[src/common/cpu_pkg.sv]
package cpu_pkg;

    // ============================================================
    // Datapath widths
    // ============================================================

    typedef logic [31:0] word_t;         // Register and ALU data
    typedef logic [31:0] inst_addr_t;    // Byte address of an instruction
    typedef logic [4:0]  reg_addr_t;     // GPR index

    localparam reg_addr_t NOP_REG = 5'd0;    // r0, reads as zero

    // ============================================================
    // Instruction encodings
    // ============================================================

    // Primary opcode, inst[31:26]
    localparam logic [5:0] OP_SPECIAL = 6'b000000;
    localparam logic [5:0] OP_ANDI    = 6'b001100;
    localparam logic [5:0] OP_ORI     = 6'b001101;
    localparam logic [5:0] OP_XORI    = 6'b001110;
    localparam logic [5:0] OP_LUI     = 6'b001111;

    // SPECIAL function field, inst[5:0]
    localparam logic [5:0] FN_AND = 6'b100100;
    localparam logic [5:0] FN_OR  = 6'b100101;
    localparam logic [5:0] FN_XOR = 6'b100110;
    localparam logic [5:0] FN_NOR = 6'b100111;

    // ============================================================
    // Decode to execute encodings
    // ============================================================

    typedef enum logic [7:0] {
        ALU_NOP = 8'b0000_0000,
        ALU_AND = 8'b0010_0100,
        ALU_OR  = 8'b0010_0101,
        ALU_XOR = 8'b0010_0110,
        ALU_NOR = 8'b0010_0111
    } aluop_t;

    typedef enum logic [2:0] {
        RES_NOP   = 3'b000,
        RES_LOGIC = 3'b001
    } alusel_t;

endpackage

[src/decode/id.sv]
module id (
    input  cpu_pkg::inst_addr_t pc_i,
    input  cpu_pkg::word_t      inst_i,
    input  cpu_pkg::word_t      reg1_data_i,
    input  cpu_pkg::word_t      reg2_data_i,
    // Register file read side
    output logic                reg1_read_o,
    output logic                reg2_read_o,
    output cpu_pkg::reg_addr_t  reg1_addr_o,
    output cpu_pkg::reg_addr_t  reg2_addr_o,
    // To execute
    output cpu_pkg::aluop_t     aluop_o,
    output cpu_pkg::alusel_t    alusel_o,
    output cpu_pkg::word_t      reg1_o,
    output cpu_pkg::word_t      reg2_o,
    output cpu_pkg::reg_addr_t  wd_o,
    output logic                wreg_o,
    // Forwarding from execute
    input  logic                ex_wreg_i,
    input  cpu_pkg::reg_addr_t  ex_wd_i,
    input  cpu_pkg::word_t      ex_wdata_i,
    // Forwarding from memory
    input  logic                mem_wreg_i,
    input  cpu_pkg::reg_addr_t  mem_wd_i,
    input  cpu_pkg::word_t      mem_wdata_i
);

    import cpu_pkg::*;

    logic [5:0] op;
    logic [4:0] shamt;
    logic [5:0] funct;
    reg_addr_t  rs;
    reg_addr_t  rt;
    reg_addr_t  rd;
    logic       valid;
    word_t      imm;

    assign op         = inst_i[31:26];
    assign rs         = inst_i[25:21];
    assign rt         = inst_i[20:16];
    assign rd         = inst_i[15:11];
    assign shamt      = inst_i[10:6];
    assign funct      = inst_i[5:0];

    // ============================================================
    // Instruction decode
    // ============================================================

    always_comb begin
        valid       = 1'b0;
        aluop_o     = ALU_NOP;
        reg1_read_o = 1'b0;
        reg2_read_o = 1'b0;
        reg1_addr_o = rs;
        reg2_addr_o = rt;
        wd_o        = rd;
        imm         = '0;

        case (op)
            OP_SPECIAL: begin
                reg1_read_o = 1'b1;
                reg2_read_o = 1'b1;
                valid       = (shamt == 5'd0);
                case (funct)
                    FN_AND:  aluop_o = ALU_AND;
                    FN_OR:   aluop_o = ALU_OR;
                    FN_XOR:  aluop_o = ALU_XOR;
                    FN_NOR:  aluop_o = ALU_NOR;
                    default: valid = 1'b0;
                endcase
            end
            OP_ORI, OP_ANDI, OP_XORI, OP_LUI: begin
                valid       = 1'b1;
                reg1_read_o = 1'b1;
                wd_o        = rt;
                imm         = {16'h0000, inst_i[15:0]};    // Zero-extended
                case (op)
                    OP_ANDI: aluop_o = ALU_AND;
                    OP_XORI: aluop_o = ALU_XOR;
                    default: aluop_o = ALU_OR;
                endcase
                if (op == OP_LUI) begin
                    imm = {inst_i[15:0], 16'h0000};
                end
            end
            default: ;
        endcase

        // Anything not recognised leaves as a bubble
        if (!valid) begin
            aluop_o     = ALU_NOP;
            reg1_read_o = 1'b0;
            reg2_read_o = 1'b0;
            wd_o        = NOP_REG;
            imm         = '0;
        end
        wreg_o   = valid;
        alusel_o = wreg_o ? RES_LOGIC : RES_NOP;
    end

    // ============================================================
    // Operand select and forwarding
    // ============================================================

    function automatic word_t operand(input logic rd_en, input reg_addr_t addr,
                                      input word_t rf_data);
        word_t res;
        if (!rd_en) begin
            res = imm;
        end else if (ex_wreg_i && ex_wd_i == addr && addr != NOP_REG) begin
            res = ex_wdata_i;                   // Newest result first
        end else if (mem_wreg_i && mem_wd_i == addr && addr != NOP_REG) begin
            res = mem_wdata_i;
        end else begin
            res = rf_data;                      // Includes writeback write-through
        end
        return res;
    endfunction

    always_comb begin
        reg1_o = operand(reg1_read_o, reg1_addr_o, reg1_data_i);
        reg2_o = operand(reg2_read_o, reg2_addr_o, reg2_data_i);
    end

endmodule

[src/logic/ex.sv]
module ex (
    input  logic               clk,
    input  logic               reset_i,
    input  cpu_pkg::aluop_t    aluop_i,
    input  cpu_pkg::alusel_t   alusel_i,
    input  cpu_pkg::word_t     reg1_i,
    input  cpu_pkg::word_t     reg2_i,
    input  cpu_pkg::reg_addr_t wd_i,
    input  logic               wreg_i,
    output logic               wreg_o,
    output cpu_pkg::reg_addr_t wd_o,
    output cpu_pkg::word_t     wdata_o
);

    import cpu_pkg::*;

    aluop_t  aluop_q;
    alusel_t alusel_q;
    word_t   reg1_q;
    word_t   reg2_q;
    word_t   logic_res;

    // ============================================================
    // ID/EX register
    // ============================================================

    always_ff @(posedge clk) begin
        if (reset_i) begin
            aluop_q  <= ALU_NOP;
            alusel_q <= RES_NOP;
            wd_o     <= NOP_REG;
            wreg_o   <= 1'b0;
        end else begin
            aluop_q  <= aluop_i;
            alusel_q <= alusel_i;
            wd_o     <= wd_i;
            wreg_o   <= wreg_i;
        end
    end

    always_ff @(posedge clk) begin
        reg1_q <= reg1_i;
        reg2_q <= reg2_i;
    end

    // ============================================================
    // Logic ALU
    // ============================================================

    always_comb begin
        case (aluop_q)
            ALU_AND: logic_res = reg1_q & reg2_q;
            ALU_OR:  logic_res = reg1_q | reg2_q;
            ALU_XOR: logic_res = reg1_q ^ reg2_q;
            ALU_NOR: logic_res = ~(reg1_q | reg2_q);
            default: logic_res = '0;
        endcase
    end

    assign wdata_o = (alusel_q == RES_LOGIC) ? logic_res : '0;   // Bubble gives zero

endmodule

[src/logic/fetch.sv]
module fetch #(
    parameter cpu_pkg::inst_addr_t RESET_PC = '0
) (
    input  logic                clk,
    input  logic                reset_i,
    output cpu_pkg::inst_addr_t pc_o,
    output logic                rom_ce_o,
    input  cpu_pkg::word_t      inst_i,
    output cpu_pkg::inst_addr_t if_pc_o,
    output cpu_pkg::word_t      if_inst_o
);

    import cpu_pkg::*;

    // Program counter, held for the cycle where the ROM comes out of reset
    always_ff @(posedge clk) begin
        if (reset_i) begin
            rom_ce_o <= 1'b0;
            pc_o     <= RESET_PC;
        end else begin
            rom_ce_o <= 1'b1;
            if (rom_ce_o) begin
                pc_o <= pc_o + 32'd4;
            end
        end
    end

    // IF/ID register
    always_ff @(posedge clk) begin
        if_pc_o <= pc_o;
        if (reset_i || !rom_ce_o) begin
            if_inst_o <= '0;                // All-zero word is sll r0, r0, 0
        end else begin
            if_inst_o <= inst_i;
        end
    end

endmodule

[src/logic/mem_wb.sv]
module mem_wb (
    input  logic               clk,
    input  logic               reset_i,
    input  logic               ex_wreg_i,
    input  cpu_pkg::reg_addr_t ex_wd_i,
    input  cpu_pkg::word_t     ex_wdata_i,
    output logic               mem_wreg_o,
    output cpu_pkg::reg_addr_t mem_wd_o,
    output cpu_pkg::word_t     mem_wdata_o,
    output logic               wb_we_o,
    output cpu_pkg::reg_addr_t wb_addr_o,
    output cpu_pkg::word_t     wb_data_o
);

    import cpu_pkg::*;

    // EX/MEM register, also the second forwarding source
    always_ff @(posedge clk) begin
        if (reset_i) begin
            mem_wreg_o <= 1'b0;
            mem_wd_o   <= NOP_REG;
        end else begin
            mem_wreg_o <= ex_wreg_i;
            mem_wd_o   <= ex_wd_i;
        end
        mem_wdata_o <= ex_wdata_i;
    end

    // MEM/WB register, memory stage passes through untouched
    always_ff @(posedge clk) begin
        if (reset_i) begin
            wb_we_o   <= 1'b0;
            wb_addr_o <= NOP_REG;
        end else begin
            wb_we_o   <= mem_wreg_o;
            wb_addr_o <= mem_wd_o;
        end
        wb_data_o <= mem_wdata_o;
    end

endmodule

[src/logic/openmips.sv]
module openmips #(
    parameter cpu_pkg::inst_addr_t RESET_PC = '0
) (
    input  logic                clk,
    input  logic                reset_i,
    // Instruction ROM
    output cpu_pkg::inst_addr_t rom_addr_o,
    output logic                rom_ce_o,
    input  cpu_pkg::word_t      rom_data_i,
    // Writeback port
    output logic                wb_we_o,
    output cpu_pkg::reg_addr_t  wb_addr_o,
    output cpu_pkg::word_t      wb_data_o
);

    import cpu_pkg::*;

    inst_addr_t if_pc;
    word_t      if_inst;

    logic       reg1_read;
    logic       reg2_read;
    reg_addr_t  reg1_addr;
    reg_addr_t  reg2_addr;
    word_t      reg1_data;
    word_t      reg2_data;

    aluop_t     id_aluop;
    alusel_t    id_alusel;
    word_t      id_reg1;
    word_t      id_reg2;
    reg_addr_t  id_wd;
    logic       id_wreg;

    logic       ex_wreg;
    reg_addr_t  ex_wd;
    word_t      ex_wdata;

    logic       mem_wreg;
    reg_addr_t  mem_wd;
    word_t      mem_wdata;

    fetch #(
        .RESET_PC (RESET_PC)
    ) u_fetch (
        .clk       (clk),
        .reset_i   (reset_i),
        .pc_o      (rom_addr_o),
        .rom_ce_o  (rom_ce_o),
        .inst_i    (rom_data_i),
        .if_pc_o   (if_pc),
        .if_inst_o (if_inst)
    );

    id u_id (
        .pc_i        (if_pc),
        .inst_i      (if_inst),
        .reg1_data_i (reg1_data),
        .reg2_data_i (reg2_data),
        .reg1_read_o (reg1_read),
        .reg2_read_o (reg2_read),
        .reg1_addr_o (reg1_addr),
        .reg2_addr_o (reg2_addr),
        .aluop_o     (id_aluop),
        .alusel_o    (id_alusel),
        .reg1_o      (id_reg1),
        .reg2_o      (id_reg2),
        .wd_o        (id_wd),
        .wreg_o      (id_wreg),
        .ex_wreg_i   (ex_wreg),
        .ex_wd_i     (ex_wd),
        .ex_wdata_i  (ex_wdata),
        .mem_wreg_i  (mem_wreg),
        .mem_wd_i    (mem_wd),
        .mem_wdata_i (mem_wdata)
    );

    regfile u_regfile (
        .clk      (clk),
        .reset_i  (reset_i),
        .we_i     (wb_we_o),
        .waddr_i  (wb_addr_o),
        .wdata_i  (wb_data_o),
        .re1_i    (reg1_read),
        .raddr1_i (reg1_addr),
        .rdata1_o (reg1_data),
        .re2_i    (reg2_read),
        .raddr2_i (reg2_addr),
        .rdata2_o (reg2_data)
    );

    ex u_ex (
        .clk      (clk),
        .reset_i  (reset_i),
        .aluop_i  (id_aluop),
        .alusel_i (id_alusel),
        .reg1_i   (id_reg1),
        .reg2_i   (id_reg2),
        .wd_i     (id_wd),
        .wreg_i   (id_wreg),
        .wreg_o   (ex_wreg),
        .wd_o     (ex_wd),
        .wdata_o  (ex_wdata)
    );

    mem_wb u_mem_wb (
        .clk         (clk),
        .reset_i     (reset_i),
        .ex_wreg_i   (ex_wreg),
        .ex_wd_i     (ex_wd),
        .ex_wdata_i  (ex_wdata),
        .mem_wreg_o  (mem_wreg),
        .mem_wd_o    (mem_wd),
        .mem_wdata_o (mem_wdata),
        .wb_we_o     (wb_we_o),
        .wb_addr_o   (wb_addr_o),
        .wb_data_o   (wb_data_o)
    );

endmodule

[src/logic/regfile.sv]
module regfile (
    input  logic               clk,
    input  logic               reset_i,
    input  logic               we_i,
    input  cpu_pkg::reg_addr_t waddr_i,
    input  cpu_pkg::word_t     wdata_i,
    input  logic               re1_i,
    input  cpu_pkg::reg_addr_t raddr1_i,
    output cpu_pkg::word_t     rdata1_o,
    input  logic               re2_i,
    input  cpu_pkg::reg_addr_t raddr2_i,
    output cpu_pkg::word_t     rdata2_o
);

    import cpu_pkg::*;

    word_t regs [32];
    logic  wr_en;

    assign wr_en = we_i && !reset_i && (waddr_i != NOP_REG);

    always_ff @(posedge clk) begin
        if (wr_en) begin
            regs[waddr_i] <= wdata_i;
        end
    end

    // Read port 1
    always_comb begin
        if (!re1_i || raddr1_i == NOP_REG) begin
            rdata1_o = '0;
        end else if (wr_en && waddr_i == raddr1_i) begin
            rdata1_o = wdata_i;                 // Write-through
        end else begin
            rdata1_o = regs[raddr1_i];
        end
    end

    // Read port 2
    always_comb begin
        if (!re2_i || raddr2_i == NOP_REG) begin
            rdata2_o = '0;
        end else if (wr_en && waddr_i == raddr2_i) begin
            rdata2_o = wdata_i;
        end else begin
            rdata2_o = regs[raddr2_i];
        end
    end

endmodule

[config.mk]
export PLATFORM = sky130hd
export DESIGN_NAME = openmips
export DESIGN_NICKNAME = d
export VERILOG_FILES = /design/src/common/cpu_pkg.sv /design/src/decode/id.sv /design/src/logic/ex.sv /design/src/logic/fetch.sv /design/src/logic/mem_wb.sv /design/src/logic/openmips.sv /design/src/logic/regfile.sv
export SDC_FILE = /design/constraint.sdc
export NUM_CORES = 2
export LEC_CHECK = 0
export BUFFER_PORTS_ARGS = -buffer_cell sky130_fd_sc_hd__clkbuf_2
export CAP_MARGIN = 40
export CORE_MARGIN = 2
export CORE_UTILIZATION = 50
export CTS_CLUSTER_SIZE = 20
export DETAILED_ROUTE_END_ITERATION = 8
export PLACE_DENSITY_LB_ADDON = 0.05
export RECOVER_POWER = 50
export SYNTH_ARGS = -nofsm -noshare
export SYNTH_HDL_FRONTEND = slang
export SYNTH_SLANG_ARGS = --single-unit
[constraint.sdc]
create_clock -name clk -period 3.15 [get_ports clk]
set_input_delay 0 -clock clk [delete_from_list [all_inputs] [get_ports clk]]
set_output_delay 0 -clock clk [all_outputs]
set_load 0.05 [all_outputs]
Word-level counts from Yosys, hierarchy flattened. Memory sizes are Yosys's and may differ from the RTL's. A register that Yosys moved wholly into a read port is not among the register bits. Index checks and enable logic that the tools add are counted.

Register bits after elaboration: 222. Latch bits: 0. Memory bits (writable): 1024. Memory bits (read-only): 0. Input port bits: 34. Output and inout bits: 71. Word-level logic and storage cells: 102. Memories: 1.

Memory list: u_regfile.regs (depth 32, bits a word 32, rd ports 2, clocked after Yosys merged registers in 2, write ports 1, RTL line regfile.sv:17) `word_t regs [32];`.

Add/subtract/negate cells: 1. Multipliers: 0. Divide/modulo/power cells: 0. Order comparisons: 0. Equality and inequality tests: 19. Shift-type cells: 0. Multiplexer cells: 31. Bitwise logic cells: 5. Reductions and logical operators: 30.

Operators by type and width (number): 32-bit 2-to-1 mux (14); 32-bit case mux with 4 select lines (1); 32-bit by 3-bit adder with 32-bit output, second input constant (1); 32-bit AND (1); 8-bit by 6-bit equality test with 1-bit output, second input constant (4); 32-bit inverter (1); 32-bit OR (1); 32-bit bitwise XOR (1); 5-bit equality test (6); 6-bit by 4-bit equality test with 1-bit output, second input constant (4); 6-bit equality test, second input constant (4); 6-bit case mux with 4 select lines (1); 8-bit case mux with 2 select lines (1); 5-bit zero test (3); 5-bit 2-to-1 mux (3); 5-bit nonzero test (3); 1-bit logical AND (12); 1-bit 2-to-1 mux (9); 4-bit OR reduction (2); 6-bit zero test (1); 5-bit OR reduction (1); 1-bit zero test (4); 2-bit case mux with 2 select lines (1); 3-bit by 1-bit equality test with 1-bit output, second input constant (1); other kinds (4) (6).

Longest topological paths before layout.
Word-level depth: 11. Depth in mapped cells: 10. Mapped depth without buffers: 8.

By module. Synthesis repeated with hierarchy kept, for this count alone.

Cells, all modules: 3702. Area total of the unflattened synthesis: 58951.5 um^2.

Modules (own cells, without submodules): regfile (instances 1, cells each 2601, area each 47872.2 um^2, sequential area each 30749.5 um^2); ex (instances 1, cells each 378, area each 4071.4 um^2, sequential area each 1621.6 um^2); fetch (instances 1, cells each 267, area each 2969.1 um^2, sequential area each 1861.8 um^2); id (instances 1, cells each 367, area each 2391.0 um^2, sequential area each 0.0 um^2); mem_wb (instances 1, cells each 89, area each 1647.8 um^2, sequential area each 1521.5 um^2).

Worst setup path before layout. Ideal clock, no wire load.

Kind: register -> register. Start point: register u_mem_wb.wb_addr_o[3]. End point: memory u_regfile.regs[28][0] in the netlist's numbering (enable). Library setup time: 421 ps. Arrival time: 2801 ps. Data required time: 2729 ps. Path slack: -72 ps. Cell stages (with the launch flop): 5. Path buffers: 1. Clock period less this slack: 3222 ps. Path through: dfxtp_1 -> nor3_1 -> or4_1 -> clkbuf_1 -> nor2_1.

Word-level cells in the longest chain between the ends: 4.

Ends and longest elaborated chain: start, declared (RTL line mem_wb.sv:11) `output cpu_pkg::reg_addr_t wb_addr_o,`; start signal, assigned (RTL line mem_wb.sv:36) `wb_addr_o <= mem_wd_o;`; 5-bit nonzero test (RTL line regfile.sv:20) `assign wr_en = we_i && !reset_i && (waddr_i != NOP_REG);`; 1-bit logical AND (RTL line regfile.sv:20); 1-bit 2-to-1 mux (RTL line regfile.sv:23) `if (wr_en) begin`; 1-bit 2-to-1 mux (not written as such) (RTL line regfile.sv:24) `regs[waddr_i] <= wdata_i;`; end, declared (RTL line regfile.sv:17).

Several ways; a longest one is shown, not always the timed one.

Final worst setup path.
Start point: register u_mem_wb.wb_data_o[24]. End point: output port wb_data_o[24].

RTL lines: start, declared (RTL line mem_wb.sv:12) `output cpu_pkg::word_t wb_data_o`; start signal, assigned (RTL line mem_wb.sv:38) `wb_data_o <= mem_wdata_o;`; end, declared (RTL line openmips.sv:13) `output cpu_pkg::word_t wb_data_o`.

No word-level cell between the ends.

==> key figures <==
Status
  • Status: finished with violations
  • Failing checks: max-capacitance violations, max-slew violations

Layout
  • Share of layout cells above drive strength 1: 0.295
  • Synth-to-Final Area Change: 15.3%
  • Commonest non-fill, non-tap cell in the layout: edfxtp_1
  • Layout Utilization: 0.583
  • Fin area: 66900 sq um
  • Commonest cells after routing, fill and taps aside: edfxtp_1, mux4_2, dfxtp_1
  • Nets@finish: roughly 3900
  • Fillcell total: 8656
  • Final Non-Filler Cells: 5388

Timing
  • Hold Vio Cnt, Final: 0
  • Least-Margin Pin Slew: approximately 1.8 ns
  • Setup violations, final: 0
  • Final Max Slew Viols: 242
  • Final hold slack: 0.0388 ns
  • Worst rel slew slack: -0.214
  • Period utilisation layout: 0.905
  • Worst setup margin: 0.298 ns
  • Max Clk Rate: 0.351 GHz
  • RSZ-0062 raised after global routing: no
  • Final min period: around 2.9 ns
  • Layout Skew: 0.0199 ns
  • Setup TNS Final: 0 ns

Logic synthesis
  • Number of flops mapped to enable cells by yosys: 1024
  • Synth unique cells: 66
  • Mapped cell area: 58000 sq um
  • Sequential-to-total area share from yosys stat: 0.604
  • Synth Flop Type: edfxtp_1
  • Ys async rst share: 0
  • Seq cells post-synth: 1236
  • Share of the synthesized area in the top cell type: 0.530
  • Syn_area_per_cell: 16.8 sq um
  • Cell taking the most area after synthesis: edfxtp_1
  • Ys Warns: 0
  • Largest cells by area after synthesis: edfxtp_1, mux4_2, dfxtp_1, mux2i_1, a221oi_2
  • Cells after Synth: between 3000 and 4000

Route
  • DR WL/cell: 35.9 um
  • Initial drt markers: 4423
  • Via density: 6.85
  • Vias: 36900
  • Final wirelength: between 150000 and 200000 um
  • Residual DRC: 0
  • Drt first pass iters: 6
  • ANT nets after route: 0

Worst setup path
  • Worst stage delay on the critical path: 1.30 ns
  • Crit end category: output port
  • R2R Path Start: u_fetch.if_inst_o[18]
  • Cell Chain, Critical Path: clkbuf_1 > clkbuf_2
  • Worst Setup EP: wb_data_o[24]
  • Arr. time, crit path: 2.85 ns
  • Required time of the critical path: 3.15 ns
  • Crit path max fanout: 35
  • Critical path launch point type: flop
  • Reg-to-reg endpoint: u_ex.reg2_q[24]
  • FF-to-FF path depth: 7
  • Crit path from: u_mem_wb.wb_data_o[24]
  • FF-to-FF setup slack: between 0.3 and 0.4 ns
  • Setup CP Type: flop to output port
  • CP max stage cell: clkbuf_1

Power
  • Lkg Pwr: ~18 nW
  • PwrDens: 528 nW/um^2
  • VDD IR max: 0.521 mV
  • Final Total Pwr: 35.3 mW

Clock tree
  • Cts bufs inserted: ~140
  • CTS H-tree depth: 4
  • CTS tree: built
  • Clock transition at path regs: 0.06 ns
  • Setup Buffers After CTS: 0
  • Deepest clock path buffer count: 3
  • Clk sink count: 1236
  • Root buf cell: clkbuf_16
  • Worst-Skew Late Latency: approximately 0.76 ns

Floorplan
  • Core footprint: about 110000 sq um
  • Die area: 119000 sq um
  • Initial Util: 0.506
  • Die Width: 345 um
  • IO Pins: around 110
  • Die extent in y: around 340 um
  • Rows: 124

GRT
  • First-pass GRT wire length: 272000 um
  • Tot GR Track Use: 0.328
  • Vias in the first global route: 36900
  • Largest net degree at the start of global routing: 51
  • Antenna violations before repair: 3
  • Gr ovfl total: 0

Placement
  • DP Area: 62200 sq um
  • Post-DP HPWL: 121000 um
  • Pre-CTS setup slack: ~0.12 ns
  • Port Buf Inserts: about 100
  • Final GP Congestion: 0.922
  • Dpl cells: 5094

Job
  • Max cap viols: 7

Min path
  • Min-delay worst type: primary input to flop
  • Worst Min Path Start: rom_data_i[21]
## registers in the layout, indices dropped and copies added (netlist names), 3 cells and up
name,count
u_fetch.if_inst_o,32
u_fetch.pc_o,30
u_ex.reg1_q,32
u_mem_wb.wb_addr_o,5
u_ex.reg2_q,32
u_mem_wb.wb_data_o,32
u_mem_wb.mem_wdata_o,32
u_regfile.regs,1024
u_ex.aluop_q,3
u_ex.wd_o,5
u_mem_wb.mem_wd_o,5
## critical path, delay by kind of cell, from the launching register on
kind	cells	cell delay, ns
buffers and inverters	2	1.79
flip-flops	1	0.30
## power by group
group          leakage (nW)  total [mW]  internal (mW)  switching [mW]
Sequential             8.87        17.6           17.5          0.0940
Combinational          7.25        1.51          0.607           0.907
Clock                  2.24        16.2           9.64            6.60
## per-layer routing
metal | vias to the layer above | track usage | wire [um]
li1 | 14800 | - | -
met2 | 2238 | 0.490 | 86700
met3 | 429 | 0.0763 | 20300
met5 | - | 0 | 0
met1 | 19500 | 0.461 | 77500
met4 | 0 | 0.145 | 8950
## synthesized netlist by cell type (all sizes together), types with 3 or more instances
cell type,count
edfxtp,1024
mux4,475
dfxtp,212
mux2i,193
buf,170
nand2,148
nor2,120
clkbuf,110
inv,105
a22oi,96
nand3,83
o21ai,72
xor2,70
a221oi,66
ha,65
o2111ai,61
a21oi,41
mux2,37
nand4,37
and2,36
o211ai,33
a221o,27
a311oi,27
o22ai,27
nor2b,23
xnor2,18
and3,12
nor3,10
a211oi,8
a31oi,8
nor4,8
and4,7
or3,5
o32ai,4
nand3b,3
or4,3
## how the worst min path moves through the flow
stage / cells past startpoint / slack [ns] / endpoint
finish: 3 / 0.04 / u_fetch.if_inst_o[21]
global route: 3 / 0.02 / u_fetch.if_inst_o[23]
CTS: 3 / 0.001 / u_fetch.if_inst_o[21]
detailed placement: 2 / 0.21 / u_fetch.if_inst_o[26]
global placement: 2 / 0.20 / u_fetch.if_inst_o[19]
floorplan: 1 / 0.12 / u_fetch.if_inst_o[0]
## cell families after synthesis
family | after synthesis | synth area share
compound gates | 477 | 0.0674
other cells | 1 | 0.0000647
mux | 705 | 0.225
flops | 1236 | 0.604
simple gates | 503 | 0.0432
fa+ha+maj | 65 | 0.0140
buf+inv | 385 | 0.0334
xor+xnor | 88 | 0.0133
## area by class of cell
class	count	area, sq um	area share
clock buffer	184	3920	0.0586
clock inverter	68	638	0.00954
antenna	2	5.00	0.0000749
sequential	1236	35000	0.524
multi-input combinational	1872	21500	0.321
tap	1512	1890	0.0283
inverter	105	394	0.00589
timing repair buffer	409	3510	0.0525
## repair_timing
item                                   4_1_cts  5_1_grt
resized for setup                            0        1
setup endpoints to repair                    0        1
endpoints found under the hold margin       75        0
hold buffers                                40        0
Power figures use the tool's default switching activity.
